### src/design/cp0_reg_pkg.sv
package cp0_reg_pkg;

	// register numbers, cp0_addr[7:3]
	localparam logic [4:0] badvaddr_num = 5'd8;
	localparam logic [4:0] count_num    = 5'd9;
	localparam logic [4:0] compare_num  = 5'd11;
	localparam logic [4:0] status_num   = 5'd12;
	localparam logic [4:0] cause_num    = 5'd13;
	localparam logic [4:0] epc_num      = 5'd14;

	// only select 0 exists, cp0_addr[2:0]
	localparam logic [2:0] cp0_sel0 = 3'd0;

	// status fields
	localparam int status_ie_bit  = 0;
	localparam int status_exl_bit = 1;
	localparam int status_im_lsb  = 8;
	localparam int status_bev_bit = 22;

	// cause fields
	localparam int cause_exccode_lsb = 2;
	localparam int cause_ip_lsb      = 8;
	localparam int cause_ti_bit      = 30;
	localparam int cause_bd_bit      = 31;

	// widths of the multi-bit fields
	localparam int status_im_w    = 8;
	localparam int cause_ip_w     = 8;
	localparam int cause_exccode_w = 5;

	// software interrupt bits in cause.ip
	localparam int cause_ip_sw_w = 2;

endpackage

### src/design/exc_pkg.sv
package exc_pkg;

	// one-hot exc_type width
	localparam int exc_n = 7;

	// bit position of each kind in exc_type
	typedef enum int {
		exc_ov   = 0,
		exc_ri   = 1,
		exc_bp   = 2,
		exc_sys  = 3,
		exc_ades = 4,
		exc_adel = 5,
		exc_int  = 6
	} exc_kind_e;

	// cause.exccode values
	localparam logic [4:0] exccode_int  = 5'h00;
	localparam logic [4:0] exccode_adel = 5'h04;
	localparam logic [4:0] exccode_ades = 5'h05;
	localparam logic [4:0] exccode_sys  = 5'h08;
	localparam logic [4:0] exccode_bp   = 5'h09;
	localparam logic [4:0] exccode_ri   = 5'h0a;
	localparam logic [4:0] exccode_ov   = 5'h0c;

	// general exception entry with bev set
	localparam logic [31:0] exc_vector_default = 32'hbfc0_0380;

endpackage

### src/design/exc_prioritizer.sv
module exc_prioritizer (
	input  logic                      commit_valid,
	input  logic [31:0]               commit_pc,
	input  logic                      fetch_adel,
	input  logic                      ri,
	input  logic                      ov,
	input  logic                      sys,
	input  logic                      bp,
	input  logic                      mem_adel,
	input  logic                      mem_ades,
	input  logic [31:0]               mem_vaddr,
	input  logic                      cp0_wen,
	input  logic                      eret,
	input  logic                      int_pending,
	output logic [exc_pkg::exc_n-1:0] exc_type,
	output logic                      exc_take,
	output logic [31:0]               bad_vaddr,
	output logic                      cp0_we_q,
	output logic                      eret_q
);
	import exc_pkg::*;

	exc_kind_e kind;
	logic      hit;

	// highest priority flag wins
	always_comb begin
		kind = exc_int;
		hit = 1'b1;
		bad_vaddr = commit_pc;
		if (int_pending) begin
			kind = exc_int;
		end else if (fetch_adel) begin
			kind = exc_adel;
		end else if (ri) begin
			kind = exc_ri;
		end else if (ov) begin
			kind = exc_ov;
		end else if (sys) begin
			kind = exc_sys;
		end else if (bp) begin
			kind = exc_bp;
		end else if (mem_adel) begin
			kind = exc_adel;
			bad_vaddr = mem_vaddr;
		end else if (mem_ades) begin
			kind = exc_ades;
			bad_vaddr = mem_vaddr;
		end else begin
			hit = 1'b0;
		end
	end

	// nothing is taken without a committing instruction
	assign exc_type = (commit_valid && hit) ? exc_n'(1) << kind : '0;
	assign exc_take = |exc_type;

	// an exception kills the mtc0 and the eret
	assign cp0_we_q = commit_valid && cp0_wen && !exc_take;
	assign eret_q   = commit_valid && eret && !exc_take;

endmodule

### src/design/cp0_regs.sv
module cp0_regs (
	input  logic                      clk,
	input  logic                      rst,
	input  logic [7:0]                cp0_addr,
	input  logic                      cp0_we_q,
	input  logic [31:0]               cp0_wdata,
	output logic [31:0]               cp0_rdata,
	input  logic [exc_pkg::exc_n-1:0] exc_type,
	input  logic [31:0]               commit_pc,
	input  logic                      commit_is_slot,
	input  logic [31:0]               bad_vaddr,
	input  logic [5:0]                ext_int,
	input  logic                      eret_q,
	output logic [31:0]               epc,
	output logic                      int_pending
);
	import cp0_reg_pkg::*;
	import exc_pkg::*;

	logic [4:0]  reg_num;
	logic        sel_ok;
	logic        wr_count;
	logic        wr_compare;
	logic        wr_status;
	logic        wr_cause;
	logic        wr_epc;

	logic        exc_any;
	logic        exc_addr;
	logic        exc_first;
	logic [4:0]  exc_code;

	logic [31:0] badvaddr;
	logic [31:0] count;
	logic [31:0] compare;
	logic        tick;
	logic [7:0]  status_im;
	logic        status_exl;
	logic        status_ie;
	logic        cause_bd;
	logic        cause_ti;
	logic [7:0]  cause_ip;
	logic [4:0]  cause_exccode;
	logic [31:0] status_r;
	logic [31:0] cause_r;

	assign reg_num = cp0_addr[7:3];
	assign sel_ok  = cp0_addr[2:0] == cp0_sel0;

	assign wr_count   = cp0_we_q && sel_ok && reg_num == count_num;
	assign wr_compare = cp0_we_q && sel_ok && reg_num == compare_num;
	assign wr_status  = cp0_we_q && sel_ok && reg_num == status_num;
	assign wr_cause   = cp0_we_q && sel_ok && reg_num == cause_num;
	assign wr_epc     = cp0_we_q && sel_ok && reg_num == epc_num;

	assign exc_any  = |exc_type;
	assign exc_addr = exc_type[exc_adel] || exc_type[exc_ades];
	// epc and bd only on the outermost exception
	assign exc_first = exc_any && !status_exl;

	// exc_type is one-hot so the terms never overlap
	assign exc_code = ({5{exc_type[exc_int]}}  & exccode_int)
	                | ({5{exc_type[exc_adel]}} & exccode_adel)
	                | ({5{exc_type[exc_ades]}} & exccode_ades)
	                | ({5{exc_type[exc_sys]}}  & exccode_sys)
	                | ({5{exc_type[exc_bp]}}   & exccode_bp)
	                | ({5{exc_type[exc_ri]}}   & exccode_ri)
	                | ({5{exc_type[exc_ov]}}   & exccode_ov);

	always_ff @(posedge clk) begin
		if (rst) begin
			status_ie <= 1'b0;
			status_im <= '0;
		end else if (wr_status) begin
			status_ie <= cp0_wdata[status_ie_bit];
			status_im <= cp0_wdata[status_im_lsb +: status_im_w];
		end
	end

	always_ff @(posedge clk) begin
		if (rst)
			status_exl <= 1'b0;
		else if (exc_any)
			status_exl <= 1'b1;
		else if (eret_q)
			status_exl <= 1'b0;
		else if (wr_status)
			status_exl <= cp0_wdata[status_exl_bit];
	end

	always_ff @(posedge clk) begin
		if (rst) begin
			cause_bd <= 1'b0;
			cause_exccode <= '0;
		end else if (exc_any) begin
			cause_exccode <= exc_code;
			if (exc_first)
				cause_bd <= commit_is_slot;
		end
	end

	// compare write wins over a match in the same cycle
	always_ff @(posedge clk) begin
		if (rst)
			cause_ti <= 1'b0;
		else if (wr_compare)
			cause_ti <= 1'b0;
		else if (count == compare)
			cause_ti <= 1'b1;
	end

	// hardware lines, timer shares ip7
	always_ff @(posedge clk) begin
		if (rst)
			cause_ip[7:2] <= '0;
		else
			cause_ip[7:2] <= {ext_int[5] | cause_ti, ext_int[4:0]};
	end

	always_ff @(posedge clk) begin
		if (rst)
			cause_ip[1:0] <= '0;
		else if (wr_cause)
			cause_ip[1:0] <= cp0_wdata[cause_ip_lsb +: cause_ip_sw_w];
	end

	always_ff @(posedge clk) begin
		if (exc_first)
			epc <= commit_is_slot ? commit_pc - 32'd4 : commit_pc;
		else if (wr_epc)
			epc <= cp0_wdata;
	end

	always_ff @(posedge clk) begin
		if (exc_addr)
			badvaddr <= bad_vaddr;
	end

	// count runs at half the core clock
	always_ff @(posedge clk) begin
		if (rst)
			tick <= 1'b0;
		else
			tick <= ~tick;
	end

	always_ff @(posedge clk) begin
		if (rst)
			count <= '0;
		else if (wr_count)
			count <= cp0_wdata;
		else if (tick)
			count <= count + 32'd1;
	end

	// parked far from count so no timer fires out of reset
	always_ff @(posedge clk) begin
		if (rst)
			compare <= '1;
		else if (wr_compare)
			compare <= cp0_wdata;
	end

	always_comb begin
		status_r = '0;
		status_r[status_bev_bit] = 1'b1;
		status_r[status_im_lsb +: status_im_w] = status_im;
		status_r[status_exl_bit] = status_exl;
		status_r[status_ie_bit] = status_ie;
	end

	always_comb begin
		cause_r = '0;
		cause_r[cause_bd_bit] = cause_bd;
		cause_r[cause_ti_bit] = cause_ti;
		cause_r[cause_ip_lsb +: cause_ip_w] = cause_ip;
		cause_r[cause_exccode_lsb +: cause_exccode_w] = cause_exccode;
	end

	// mfc0 read, unknown numbers give 0
	always_comb begin
		cp0_rdata = '0;
		if (sel_ok) begin
			case (reg_num)
				badvaddr_num: cp0_rdata = badvaddr;
				count_num:    cp0_rdata = count;
				compare_num:  cp0_rdata = compare;
				status_num:   cp0_rdata = status_r;
				cause_num:    cp0_rdata = cause_r;
				epc_num:      cp0_rdata = epc;
				default:      cp0_rdata = '0;
			endcase
		end
	end

	assign int_pending = !status_exl && status_ie && |(status_im & cause_ip);

endmodule

### src/design/exc_redirect.sv
module exc_redirect #(
	parameter logic [31:0] exc_vector = exc_pkg::exc_vector_default
) (
	input  logic        clk,
	input  logic        rst,
	input  logic        exc_take,
	input  logic        eret_q,
	input  logic [31:0] epc,
	output logic        flush,
	output logic [31:0] redirect_pc
);

	logic        req;
	logic [31:0] target;

	assign req = exc_take || eret_q;

	// exception entry beats return
	always_comb begin
		if (exc_take)
			target = exc_vector;
		else
			target = epc;
	end

	// one cycle flush pulse after the request
	always_ff @(posedge clk) begin
		if (rst)
			flush <= 1'b0;
		else
			flush <= req;
	end

	// epc sampled in the eret cycle
	always_ff @(posedge clk) begin
		if (req)
			redirect_pc <= target;
	end

endmodule

### src/design/exc_unit.sv
module exc_unit #(
	parameter logic [31:0] exc_vector = exc_pkg::exc_vector_default
) (
	input  logic        clk,
	input  logic        rst,
	input  logic        commit_valid,
	input  logic [31:0] commit_pc,
	input  logic        commit_is_slot,
	input  logic        fetch_adel,
	input  logic        ri,
	input  logic        ov,
	input  logic        sys,
	input  logic        bp,
	input  logic        mem_adel,
	input  logic        mem_ades,
	input  logic [31:0] mem_vaddr,
	input  logic [7:0]  cp0_addr,
	input  logic        cp0_wen,
	input  logic [31:0] cp0_wdata,
	input  logic        eret,
	input  logic [5:0]  ext_int,
	output logic [31:0] cp0_rdata,
	output logic        flush,
	output logic [31:0] redirect_pc,
	output logic        int_pending
);
	import exc_pkg::*;

	logic [exc_n-1:0] exc_type;
	logic             exc_take;
	logic [31:0]      bad_vaddr;
	logic             cp0_we_q;
	logic             eret_q;
	logic [31:0]      epc;

	exc_prioritizer prio_i (
		.commit_valid (commit_valid),
		.commit_pc    (commit_pc),
		.fetch_adel   (fetch_adel),
		.ri           (ri),
		.ov           (ov),
		.sys          (sys),
		.bp           (bp),
		.mem_adel     (mem_adel),
		.mem_ades     (mem_ades),
		.mem_vaddr    (mem_vaddr),
		.cp0_wen      (cp0_wen),
		.eret         (eret),
		.int_pending  (int_pending),
		.exc_type     (exc_type),
		.exc_take     (exc_take),
		.bad_vaddr    (bad_vaddr),
		.cp0_we_q     (cp0_we_q),
		.eret_q       (eret_q)
	);

	cp0_regs cp0_i (
		.clk            (clk),
		.rst            (rst),
		.cp0_addr       (cp0_addr),
		.cp0_we_q       (cp0_we_q),
		.cp0_wdata      (cp0_wdata),
		.cp0_rdata      (cp0_rdata),
		.exc_type       (exc_type),
		.commit_pc      (commit_pc),
		.commit_is_slot (commit_is_slot),
		.bad_vaddr      (bad_vaddr),
		.ext_int        (ext_int),
		.eret_q         (eret_q),
		.epc            (epc),
		.int_pending    (int_pending)
	);

	exc_redirect #(
		.exc_vector (exc_vector)
	) redirect_i (
		.clk         (clk),
		.rst         (rst),
		.exc_take    (exc_take),
		.eret_q      (eret_q),
		.epc         (epc),
		.flush       (flush),
		.redirect_pc (redirect_pc)
	);

endmodule

### config.mk
export PLATFORM = sky130hd
export DESIGN_NAME = exc_unit
export DESIGN_NICKNAME = d
export VERILOG_FILES = /design/src/design/cp0_reg_pkg.sv /design/src/design/exc_pkg.sv /design/src/design/exc_prioritizer.sv /design/src/design/cp0_regs.sv /design/src/design/exc_redirect.sv /design/src/design/exc_unit.sv
export SDC_FILE = /design/constraint.sdc
export NUM_CORES = 1
export LEC_CHECK = 0
export ABC_AREA = 1
export BUFFER_PORTS_ARGS = -buffer_cell sky130_fd_sc_hd__clkbuf_2
export CORE_MARGIN = 3
export CORE_UTILIZATION = 30
export DETAILED_ROUTE_END_ITERATION = 7
export PLACE_DENSITY = 0.53
export SETUP_SLACK_MARGIN = 0.02
export SLEW_MARGIN = 20
export SYNTH_ARGS = -nofsm -noshare
export SYNTH_HDL_FRONTEND = slang
export SYNTH_SLANG_ARGS = --single-unit
### constraint.sdc
create_clock -name clk -period 4.1 [get_ports clk]
set_input_delay 0.615 -clock clk [delete_from_list [all_inputs] [get_ports clk]]
set_output_delay 0.615 -clock clk [all_outputs]
set_load 0.01 [all_outputs]
== Word-level counts from Yosys, hierarchy flattened ==
Cells that the tools add are included.
Cells by class
  add/sub/neg operators: 2
  eq/ne operators: 7
  shift-type cells: 1
  mux-type cells: 35
  bitwise gates (word level): 8
  reduce and logical (&&, ||, !) cells: 26
Operator list (number)
  $mux 32: 21
  $pmux 32 s6: 1
  $add 32x1->32 const B: 1
  $eq 32x32->1: 1
  $shl 1x32->7 const A: 1
  $sub 32x3->32 const B: 1
  $eq 5x4->1 const B: 6
  $or 5x4->5: 4
  $logic_and 1x1->1: 14
  $mux 1: 11
  $and 8x8->8: 1
  $reduce_or 8->1: 1
  $mux 7: 1
  $reduce_or 7->1: 1
  $reduce_bool 2->1: 2
  $logic_not 3->1: 1
  $or 3x3->3: 1
  $reduce_bool 3->1: 1
  $logic_not 1->1: 2
  $logic_or 1x1->1: 2
  $mux 2: 1
  $reduce_and 2->1: 1
  $reduce_or 2->1: 1
  $not 1->1: 1
  $or 1x1->1: 1
Storage, ports and cells
  register bits after elaboration: 187
  bits of input ports: 123
  logic and storage cells: 94

== Depth between registers and ports, before layout ==
Gate-level depths: netlist of run 1.
  word-level depth: 18
  gate-level depth with buffers: 13

== Cells and area by module ==
From an unflattened synthesis of run 1, not the netlist that was laid out.
Second synthesis, totals
  cell total of the unflattened synthesis: 1469
  area total of the unflattened synthesis: 10795.4 µm²
By module, submodules not included
  cp0_regs: instances 1, cells an instance 1219, area an instance 8798.4 µm²
  exc_redirect: instances 1, cells an instance 91, area an instance 1238.7 µm²
  exc_prioritizer: instances 1, cells an instance 159, area an instance 758.2 µm²

== Least setup slack after synthesis of run 1 ==
OpenSTA, ideal clock, no wires.
  path kind: input port to flip-flop
  start point: input port sys
  end point: register cp0_i.epc[0] (enable)
  setup time: 466 ps
  arrival time: 3491 ps
  setup slack: 144 ps
  stages: 7
  path buffers: 0
  cells stage by stage: nor2_1 > nand4_1 > inv_1 > nand2_4 > nand2_8 > nand2_2 > o21ai_0
Between the ends
  word-level cells in the longest chain between the ends: 13
  elaborated cells between the ends (all ways): 20
  classes of those cells: shift: 1; mux: 11; reduce/logical: 8
Ends and longest elaborated chain
  from (decl): line exc_unit.sv:12  | input logic sys,
  $mux 32 / $mux 1 (equally long branches): line exc_prioritizer.sv:39  | end else if (sys) begin
  $mux 32 / $mux 1 (equally long branches): line exc_prioritizer.sv:37  | end else if (ov) begin
  $mux 32 / $mux 1 (equally long branches): line exc_prioritizer.sv:35  | end else if (ri) begin
  $mux 32 / $mux 1 (equally long branches): line exc_prioritizer.sv:33  | end else if (fetch_adel) begin
  $mux 32 / $mux 1 (equally long branches): line exc_prioritizer.sv:31  | if (int_pending) begin
  $shl 1x32->7 / $logic_and 1x1->1 (equally long branches): line exc_prioritizer.sv:55  | assign exc_type = (commit_valid && hit) ? exc_n'(1) << kind : '0;
  $mux 7 *: line exc_prioritizer.sv:55
  $reduce_or 7->1 *: line exc_prioritizer.sv:56, cp0_regs.sv:56
  $logic_not 1->1: line exc_prioritizer.sv:59  | assign cp0_we_q = commit_valid && cp0_wen && !exc_take;
  $logic_and 1x1->1: line exc_prioritizer.sv:59
  $logic_and 1x1->1 (2 in a row): line cp0_regs.sv:54  | assign wr_epc = cp0_we_q && sel_ok && reg_num == epc_num;
  $reduce_bool 2->1 (no source line) *
  to (signal assigned): line cp0_regs.sv:129  | epc <= commit_is_slot ? commit_pc - 32'd4 : commit_pc;
  to (signal assigned): line cp0_regs.sv:131  | epc <= cp0_wdata;
  to (decl): line cp0_regs.sv:14  | output logic [31:0] epc,
Mark *: on every way between the ends. The rest lies on a longest branch, timed or not.
A chain may end at the register's enable or synchronous reset.

== Worst setup path in the final report of run 1 ==
  start point: input port cp0_addr[5]
  end point: output port cp0_rdata[26]
Between the ends
  word-level cells in the longest chain between the ends: 3
  elaborated cells between the ends (all ways): 8
  classes of those cells: eq/ne: 6; mux: 2
Ends and longest elaborated chain
  from (decl): line exc_unit.sv:17  | input logic [7:0] cp0_addr,
  $eq 5x4->1: line cp0_regs.sv:184  | case (reg_num)
  $pmux 32 s6 *: line cp0_regs.sv:184
  $mux 32 *: line cp0_regs.sv:183  | if (sel_ok) begin
  to (decl): line exc_unit.sv:22  | output logic [31:0] cp0_rdata,
Marks and branches as above.

==> results of run 1 <==
placed cells by master (no fill, tap or decap), types with 13 or more instances in the layout:
cell,instances
a221oi_1,16
nand2_1,360
clkbuf_2,188
clkbuf_16,17
nand4_1,42
o211ai_1,22
dfxtp_1,90
xnor2_1,22
nand3_1,62
o21ai_0,67
nor3_1,13
buf_4,16
inv_1,149
xor2_1,29
edfxtp_1,96
a21oi_1,64
nor2_1,297
metrics by stage:
| step | setup WS [ns] | hold slack [ns] | area [sq um] | cells |
|---|---|---|---|---|
| floorplan | 0.1437 | 0.4441 | 10980 | 1508 |
| global placement | 0.8881 | 0.4688 | 12300 | 2106 |
| detailed placement | 0.8669 | 0.4702 | 12300 | 2106 |
| CTS | 0.8626 | 0.3494 | 12850 | 2138 |
| global route | 0.6016 | 0.3721 | 12850 | 2138 |
| finish | 0.8392 | 0.3614 | 12850 | 2138 |
state kept, by name (all words and copies together), names as in the netlist:
name / flops
cp0_i.badvaddr: 32
cp0_i.cause_ti: 1
cp0_i.cause_exccode: 4
cp0_i.epc: 32
cp0_i.cause_ip: 8
redirect_i.redirect_pc: 32
cp0_i.status_im: 8
cp0_i.status_ie: 1
cp0_i.status_exl: 1
cp0_i.count: 32
cp0_i.cause_bd: 1
cp0_i.tick: 1
redirect_i.flush: 1
cp0_i.compare: 32
logic make-up (layout without fill, tap and decap cells):
logic type	Yosys count	in the layout
DFF	186	186
xor gates and xnor gates	51	51
and+or+nand+nor	812	812
adders and majority gates	2	2
AOI/OAI and AO/OA	214	214
buffers and inverters	227	396
muxes	16	16
worst paths after layout:
| check | from | to | slack (ns) | cells after the start |
|---|---|---|---|---|
| hold reg to reg | cp0_i.cause_exccode[0] | cp0_i.cause_exccode[0] | 0.49 | 2 |
| setup reg to reg | cp0_i.cause_ip[5] | cp0_i.compare[23] | 1.35 | 12 |
| hold / removal | ext_int[3] | cp0_i.cause_ip[5] | 0.36 | 3 |
| setup / recovery | cp0_addr[5] | cp0_rdata[26] | 0.84 | 12 |
metal layers:
layer / wire [microns] / global-route usage, % / vias to the layer above / share of wire (%)
li1: - / - / 5262 / -
met1: 19110 / 30.92 / 5111 / 45
met2: 18720 / 32.89 / 486 / 44
met3: 3185 / 3.172 / 56 / 7.6
met4: 1108 / 6.494 / 0 / 2.6
met5: 0 / 0 / - / 0
worst register-to-register path: stages, from the launching register on:
cell	delay, ns
dfxtp_1	0.38
nand2_1	0.09
nand2_1	0.04
nor2_1	0.17
nand2_1	0.12
nand2_4	0.15
nand2_4	0.09
nand2_8	0.30
nand2_2	0.27
inv_2	0.30
nand2_4	0.40
nand2_1	0.18
o211ai_1	0.10
layout make-up:
class	instances	area (sq um)	share of cell area, %
Timing Repair Buffer	204	1061	8.255
Sequential cell	186	4684	36.45
Inverter	160	600.6	4.673
Clock inverter	14	112.6	0.8762
Clock buffer	18	439.2	3.417
Multi-Input combinational cell	1095	5378	41.84
Tap cell	461	576.8	4.488
synthesized netlist by cell type (4+ instances only):
master,instances,share of area [%]
a211oi_1,8,0.55
a21oi_1,64,2.9
a221oi_1,16,1.3
a31oi_1,5,0.28
a41oi_1,5,0.40
buf_2,32,1.5
buf_4,5,0.34
clkbuf_1,23,0.79
dfxtp_1,90,16
edfxtp_1,96,26
inv_1,151,5.2
inv_2,6,0.21
mux2_1,9,0.92
mux2_2,7,0.72
nand2_1,361,12
nand2_4,4,0.41
nand3_1,62,2.8
nand4_1,42,2.4
nor2_1,299,10
nor2_2,8,0.46
nor2_4,6,0.62
nor3_1,13,0.59
o211ai_1,22,1.5
o21ai_0,68,3.1
o21ai_1,8,0.36
o22ai_1,12,0.68
xnor2_1,22,1.8
xor2_1,29,2.3
power breakdown:
part,internal (W),switching [W],leakage (nW)
clock,0.000807,0.000793,0.264
sequential,0.00205,0.0000425,1.66
combinational,0.000135,0.000308,3.43
total,0.00299,0.00114,5.35
==> qor.yml, run 1 <==
status: "finished, final reports clean"
grt_pass1_wl_microns: 62910
async_flop_share_pct: 0
yosys_warnings: 0
startpoint_type: "input port"
grt_max_degree: 54
nets: 1789
fin_crit_sh_pct: 79.53
critical_path.max_fanout: 19
portBuffers: 188
worst-path-buf-inv: 5
vias_per_cell: 5.105
tightest_slew_ns: 1.004
holdBufCountCts: 0
arrival_ns: 2.65
drive_gt1_share_pct: 16.99
postCtsSetupRepairBufs: 0
slowest_delay_ns: 0.54
row_count: 69
netlist_area_sq_mm: 0.01098
setup_viol: 0
p_leak_nw: 5.353
crit_path_cell_trace: "clkbuf_2, inv_1, nand2_1, nor2_1, nand2_1, clkinv_1, buf_4, nand2_1, o21ai_0, a221oi_1, nor2_1, clkbuf_2"
ys.flop_type: "edfxtp_1"
final_util_pct: 35.87
ir_drop_v: 0.0002726
chipWidth_microns: 197.3
maxSlewHeadroom_pct: 32.64
worstSetupPathType: "in -> out"
clk_pin_slew_ns: 0.07
max_freq_mhz: 306.7
synth-xor-area-share_pct: 4.068
clock_path_buffers: 2
place_congestion: 0.9353
clock_skew_ns: 0.01089
dp_hpwl_microns: 32640
antenna_found_initial: 0
num_vias: 10915
netlist_instances: 1508
cp_top_family: "buffers and inverters"
crit_slowest_cell: "clkinv_1"
clock-sinks: 186
area_growth_pct: 17.05
ios: 189
timing.critical_path.mode_cell: "nand2_1"
grt_overflow: 0
grt_use_total_pct: 21.32
synth_seq_cells: 186
final.min_clock_period_ns: 3.261
die_area_sq_mm: 0.03893
synth_compound_area_share_pct: 11.55
end_kind: "output pin"
hold_violations: 0
synthMuxAreaShare_pct: 1.641
htreeDepth: 4
p_total_w: 0.004133
synth_top_family_by_area: "simple AND/OR/NAND/NOR gates"
synth_fa_ha_area_share_pct: 0.2279
hold_path_class: "in -> reg"
maxSlewViolCount: 0
synth_edf_count: 96
synth_area_per_cell_sq_um: 7.282
grt_setup_unrepaired: "false"
synth_cell_type_count: 48
max-cap-violations: 0
clock_latency_ns: 0.44
power_density_mw_per_mm2: 321.6
yosysSeqAreaShare_pct: 42.66
fill_cells: 3803
drtIter0Drc: 1105
tns_ns: 0
diodes: 0
synth-simple-area-share_pct: 31.34
avgRoutedWirePerCell_microns: 19.70
worstPathRequired_ns: 3.48
drt-total-wl_microns: 42120
first_global_vias: 10329
clockRootBuffer: "clkbuf_16"
ant_nets: 0
start_util_pct: 30.65
numCtsBuffers: 17
drc_errors: 0
post_cts_resized: 0
core-area_sq_mm: 0.03583
dr.pass1.iters: 6
cts_tree: "built"
fp.dieH_microns: 197.3
synth_fp_nets: 1633
Note: power is estimated with default switching activity, not from simulation.
==> run 2: changes to the inputs <==
Settings changed: ABC_AREA 1 to 0.
Clock period 4.1 ns to 2.65 ns, I/O delays scaled along.
==> run 2 against run 1 <==
Effect of this change: routed wire length fell by 18%; count of clock-buffer cells in the layout rose by 1; final cell count fell by 26%; worst setup slack got worse by 0.63 ns; via count fell by 21%; combinational power rose by 51%; global-route usage fell by 1.6 points; synthesized cell count fell by 34%; clock skew rose by 0.0048 ns; cell area fell by 7.2%; sequential cell count did not move; critical path type unchanged; critical endpoint is now cp0_rdata[31]; highest routed layer unchanged.
==> qor.yml, run 2 <==
status: "finished, final reports clean"  # unchanged
chipWidth_microns: 186.0  # was 197.3 microns
arrival_ns: 2.05  # was 2.65 ns
grt_overflow: 0  # unchanged
drc_errors: 0  # unchanged
grt_use_total_pct: 19.75  # was 21.32%
tns_ns: 0  # unchanged
netlist_instances: 990  # was 1,508
end_kind: "output pin"  # unchanged
timing.critical_path.mode_cell: "clkbuf_2"  # was nand2_1
core-area_sq_mm: 0.03172  # was 0.03583 sq mm
layout_commonest_cell: "clkbuf_2"  # was nand2_1
cts_tree: "built"  # unchanged
yosys_warnings: 0  # unchanged
htreeDepth: 4  # unchanged
synth_cell_type_count: 60  # was 48
yosysMostFrequentCell: "nor2_1"  # was nand2_1
portBuffers: 188  # unchanged
drtIter0Drc: 819  # was 1,105
dr.pass1.iters: 8  # was 6
drive_gt1_share_pct: 27.44  # was 16.99%
grt_setup_unrepaired: "false"  # unchanged
ir_drop_v: 0.0004697  # was 0.0002726 V
power_density_mw_per_mm2: 536.4  # was 321.6 mW/mm^2
crit_path_cell_trace: "clkbuf_2, nor4bb_4, and2_1, buf_4, a22oi_1, a21oi_1, clkbuf_2"  # was clkbuf_2, inv_1, nand2_1, nor2_1, nand2_1, clkinv_1, buf_4, nand2_1, o21ai_0, a221oi_1, nor2_1, clkbuf_2
yosysTopAreaCell: "edfxtp_1"  # unchanged
nets: 1300  # was 1,789
synth_top_area_share_pct: 29.66  # was 26.25%
worstSetupPathType: "in -> out"  # unchanged
max_freq_mhz: 409.0
worstPathRequired_ns: 2.25  # was 3.48 ns
critical_path.max_fanout: 17  # was 19
max-cap-violations: 0  # unchanged
dp_hpwl_microns: 25910  # was 32,640 microns
final_util_pct: 37.61  # was 35.87%
crit_slowest_cell: "nor4bb_4"  # was clkinv_1
maxSlewViolCount: 0  # unchanged
hold_violations: 0  # unchanged
numCtsBuffers: 17  # unchanged
die_area_sq_mm: 0.03459  # was 0.03893 sq mm
drt-total-wl_microns: 34720  # was 42,120 microns
grt_pass1_wl_microns: 50900  # was 62,910 microns
grt_max_degree: 58  # was 54
clock-sinks: 186  # unchanged
clk_pin_slew_ns: 0.07  # about the same
p_int_w: 0.004775  # was 0.002989 W
synth_fp_nets: 1115  # was 1,633
hold_path_class: "in -> reg"  # unchanged
postCtsSetupRepairBufs: 0  # unchanged
num_vias: 8585  # was 10,915
setup_viol: 0  # unchanged
place_congestion: 0.8529  # was 0.9353
area_growth_pct: 22.72  # was 17.05%
clkPwrFrac_pct: 38.8  # was 38.7%
clock_path_buffers: 2  # unchanged
holdBufCountCts: 0  # unchanged
antenna_found_initial: 0  # unchanged
multi_input_area_sq_mm: 0.004703  # was 0.005378 sq mm
fill_cells: 3294  # was 3,803
power_switching_w: 0.001623  # was 0.001144 W
avgRoutedWirePerCell_microns: 21.84  # was 19.70 microns
synth_seq_cells: 186  # unchanged
switching_share_pct: 25.36  # was 27.68%
clockRootBuffer: "clkbuf_16"  # unchanged
diodes: 0  # unchanged
slowest_delay_ns: 0.44  # was 0.54 ns
maxSlewHeadroom_pct: 60.76  # was 32.64%
fp.dieH_microns: 186.0  # was 197.3 microns
yosys-top-cells-count: "nor2_1 (131), a21oi_1 (100), edfxtp_1 (96)"  # was nand2_1 (361), nor2_1 (299), inv_1 (151)
synth_edf_count: 96  # unchanged
clock_skew_ns: 0.01570  # was 0.01089 ns
p_leak_nw: 4.345  # was 5.353 nW
ys.flop_type: "edfxtp_1"  # unchanged
clock_latency_ns: 0.44  # about the same
post_cts_resized: 0  # unchanged
synth_top_cells_by_area: "edfxtp_1 (30%), dfxtp_1 (19%), a21oi_1 (5.1%), nor2_1 (5.1%), xnor2_1 (4.9%)"  # was edfxtp_1 (26%), dfxtp_1 (16%), nand2_1 (12%), nor2_1 (10%), inv_1 (5.2%)
vias_per_cell: 5.399  # was 5.105
seqCellArea_sq_mm: 0.004684  # unchanged
start_util_pct: 30.64  # was 30.65%
ant_nets: 0  # unchanged
ios: 189  # unchanged
synth_area_per_cell_sq_um: 9.817  # was 7.282 sq um
seqPwrFrac_pct: 50.8  # was 50.6%
tightest_slew_ns: 0.5841  # was 1.004 ns
fin_crit_sh_pct: 92.26
final.min_clock_period_ns: 2.445
power_frac_comb_pct: 10.5  # was 10.7%
first_global_vias: 8168  # was 10,329
row_count: 65  # was 69
netlist_area_sq_mm: 0.009719  # was 0.01098 sq mm
yosysSeqAreaShare_pct: 48.20  # was 42.66%
mostFrequentLayoutCells: "clkbuf_2 (187), nor2_1 (130), a21oi_1 (100), edfxtp_1 (96), dfxtp_1 (90)"  # was nand2_1 (360), nor2_1 (297), clkbuf_2 (188), inv_1 (149), edfxtp_1 (96)
async_flop_share_pct: 0  # unchanged
startpoint_type: "input port"  # unchanged
run 2: changes by cell type after synthesis, sizes merged, moves of 27 or more:
cell,previous run,this run
nand3,66,22
mux2,16,43
xnor2,22,54
nor3,15,50
o21ai,77,7
nor2,313,131
inv,157,8
nand2,369,45
a21oi,64,100
run 2: final timing paths:
kind / to / slack (ns) / cells past startpoint / start
worst max-delay path: cp0_rdata[31] / 0.21 / 7 / cp0_addr[5]
worst min-delay path: cp0_i.cause_ip[3] / 0.17 / 2 / ext_int[1]
worst max register to register: cp0_i.badvaddr[16] / 0.23 / 7 / cp0_i.status_ie
worst min register to register: cp0_i.cause_exccode[3] / 0.47 / 2 / cp0_i.cause_exccode[3]
run 2: metal layers:
layer | vias to the layer above | track usage [%] | wire length (microns)
met4 | 0 | 4.826 | 528
met3 | 39 | 3.869 | 2544
met5 | - | 0 | 0
met1 | 4140 | 28.20 | 16060
met2 | 363 | 30.88 | 15580
li1 | 4043 | - | -
run 2: logic make-up after synthesis:
family                     share of synthesized area [%]
and+or+nand+nor                                    19.18
AOI/OAI and AO/OA                                  14.28
DFF                                                48.20
xor gates and xnor gates                           8.020
buffers and inverters                              3.849
muxes                                              6.218
adders and majority gates                         0.2574
run 2: power by group through the flow:
| stage | clock [W] | sequential [W] | combinational [W] |
|---|---|---|---|
| floorplan | 0 | 0.00330 | 0.000310 |
| global placement | 0 | 0.00331 | 0.000664 |
| detailed placement | 0 | 0.00331 | 0.000667 |
| CTS | 0.00253 | 0.00325 | 0.000670 |
| global route | 0.00265 | 0.00326 | 0.000731 |
| finish | 0.00248 | 0.00325 | 0.000670 |
run 2: worst max-delay path: cells and delay by family:
family / cells / cell delay (ns)
compound gates: 2 / 0.38
buf+inv: 3 / 0.61
simple gates: 2 / 0.65
run 2: cell type report:
type,instances,area share [%]
multi-input cells,723,39.43
flip-flops and latches,186,39.27
repair buffers,238,12.11
well taps,402,4.217
clock buffers,19,3.713
clock inverters,13,0.9756
inverters,9,0.2832
run 2: through the flow:
step	hold WS [ns]	setup WS (ns)	cell area, sq um	instances	power (W)
3_5_place_dp	0.4601	0.1038	11360	1558	0.003977
3_3_place_gp	0.4437	0.09854	11360	1558	0.003976
2_1_floorplan	0.4315	0.1340	9729	990	0.003611
6_report	0.1744	0.2051	11930	1590	0.006398
5_1_grt	0.1759	0.1067	11930	1590	0.006633
4_1_cts	0.1624	0.08474	11920	1590	0.006445
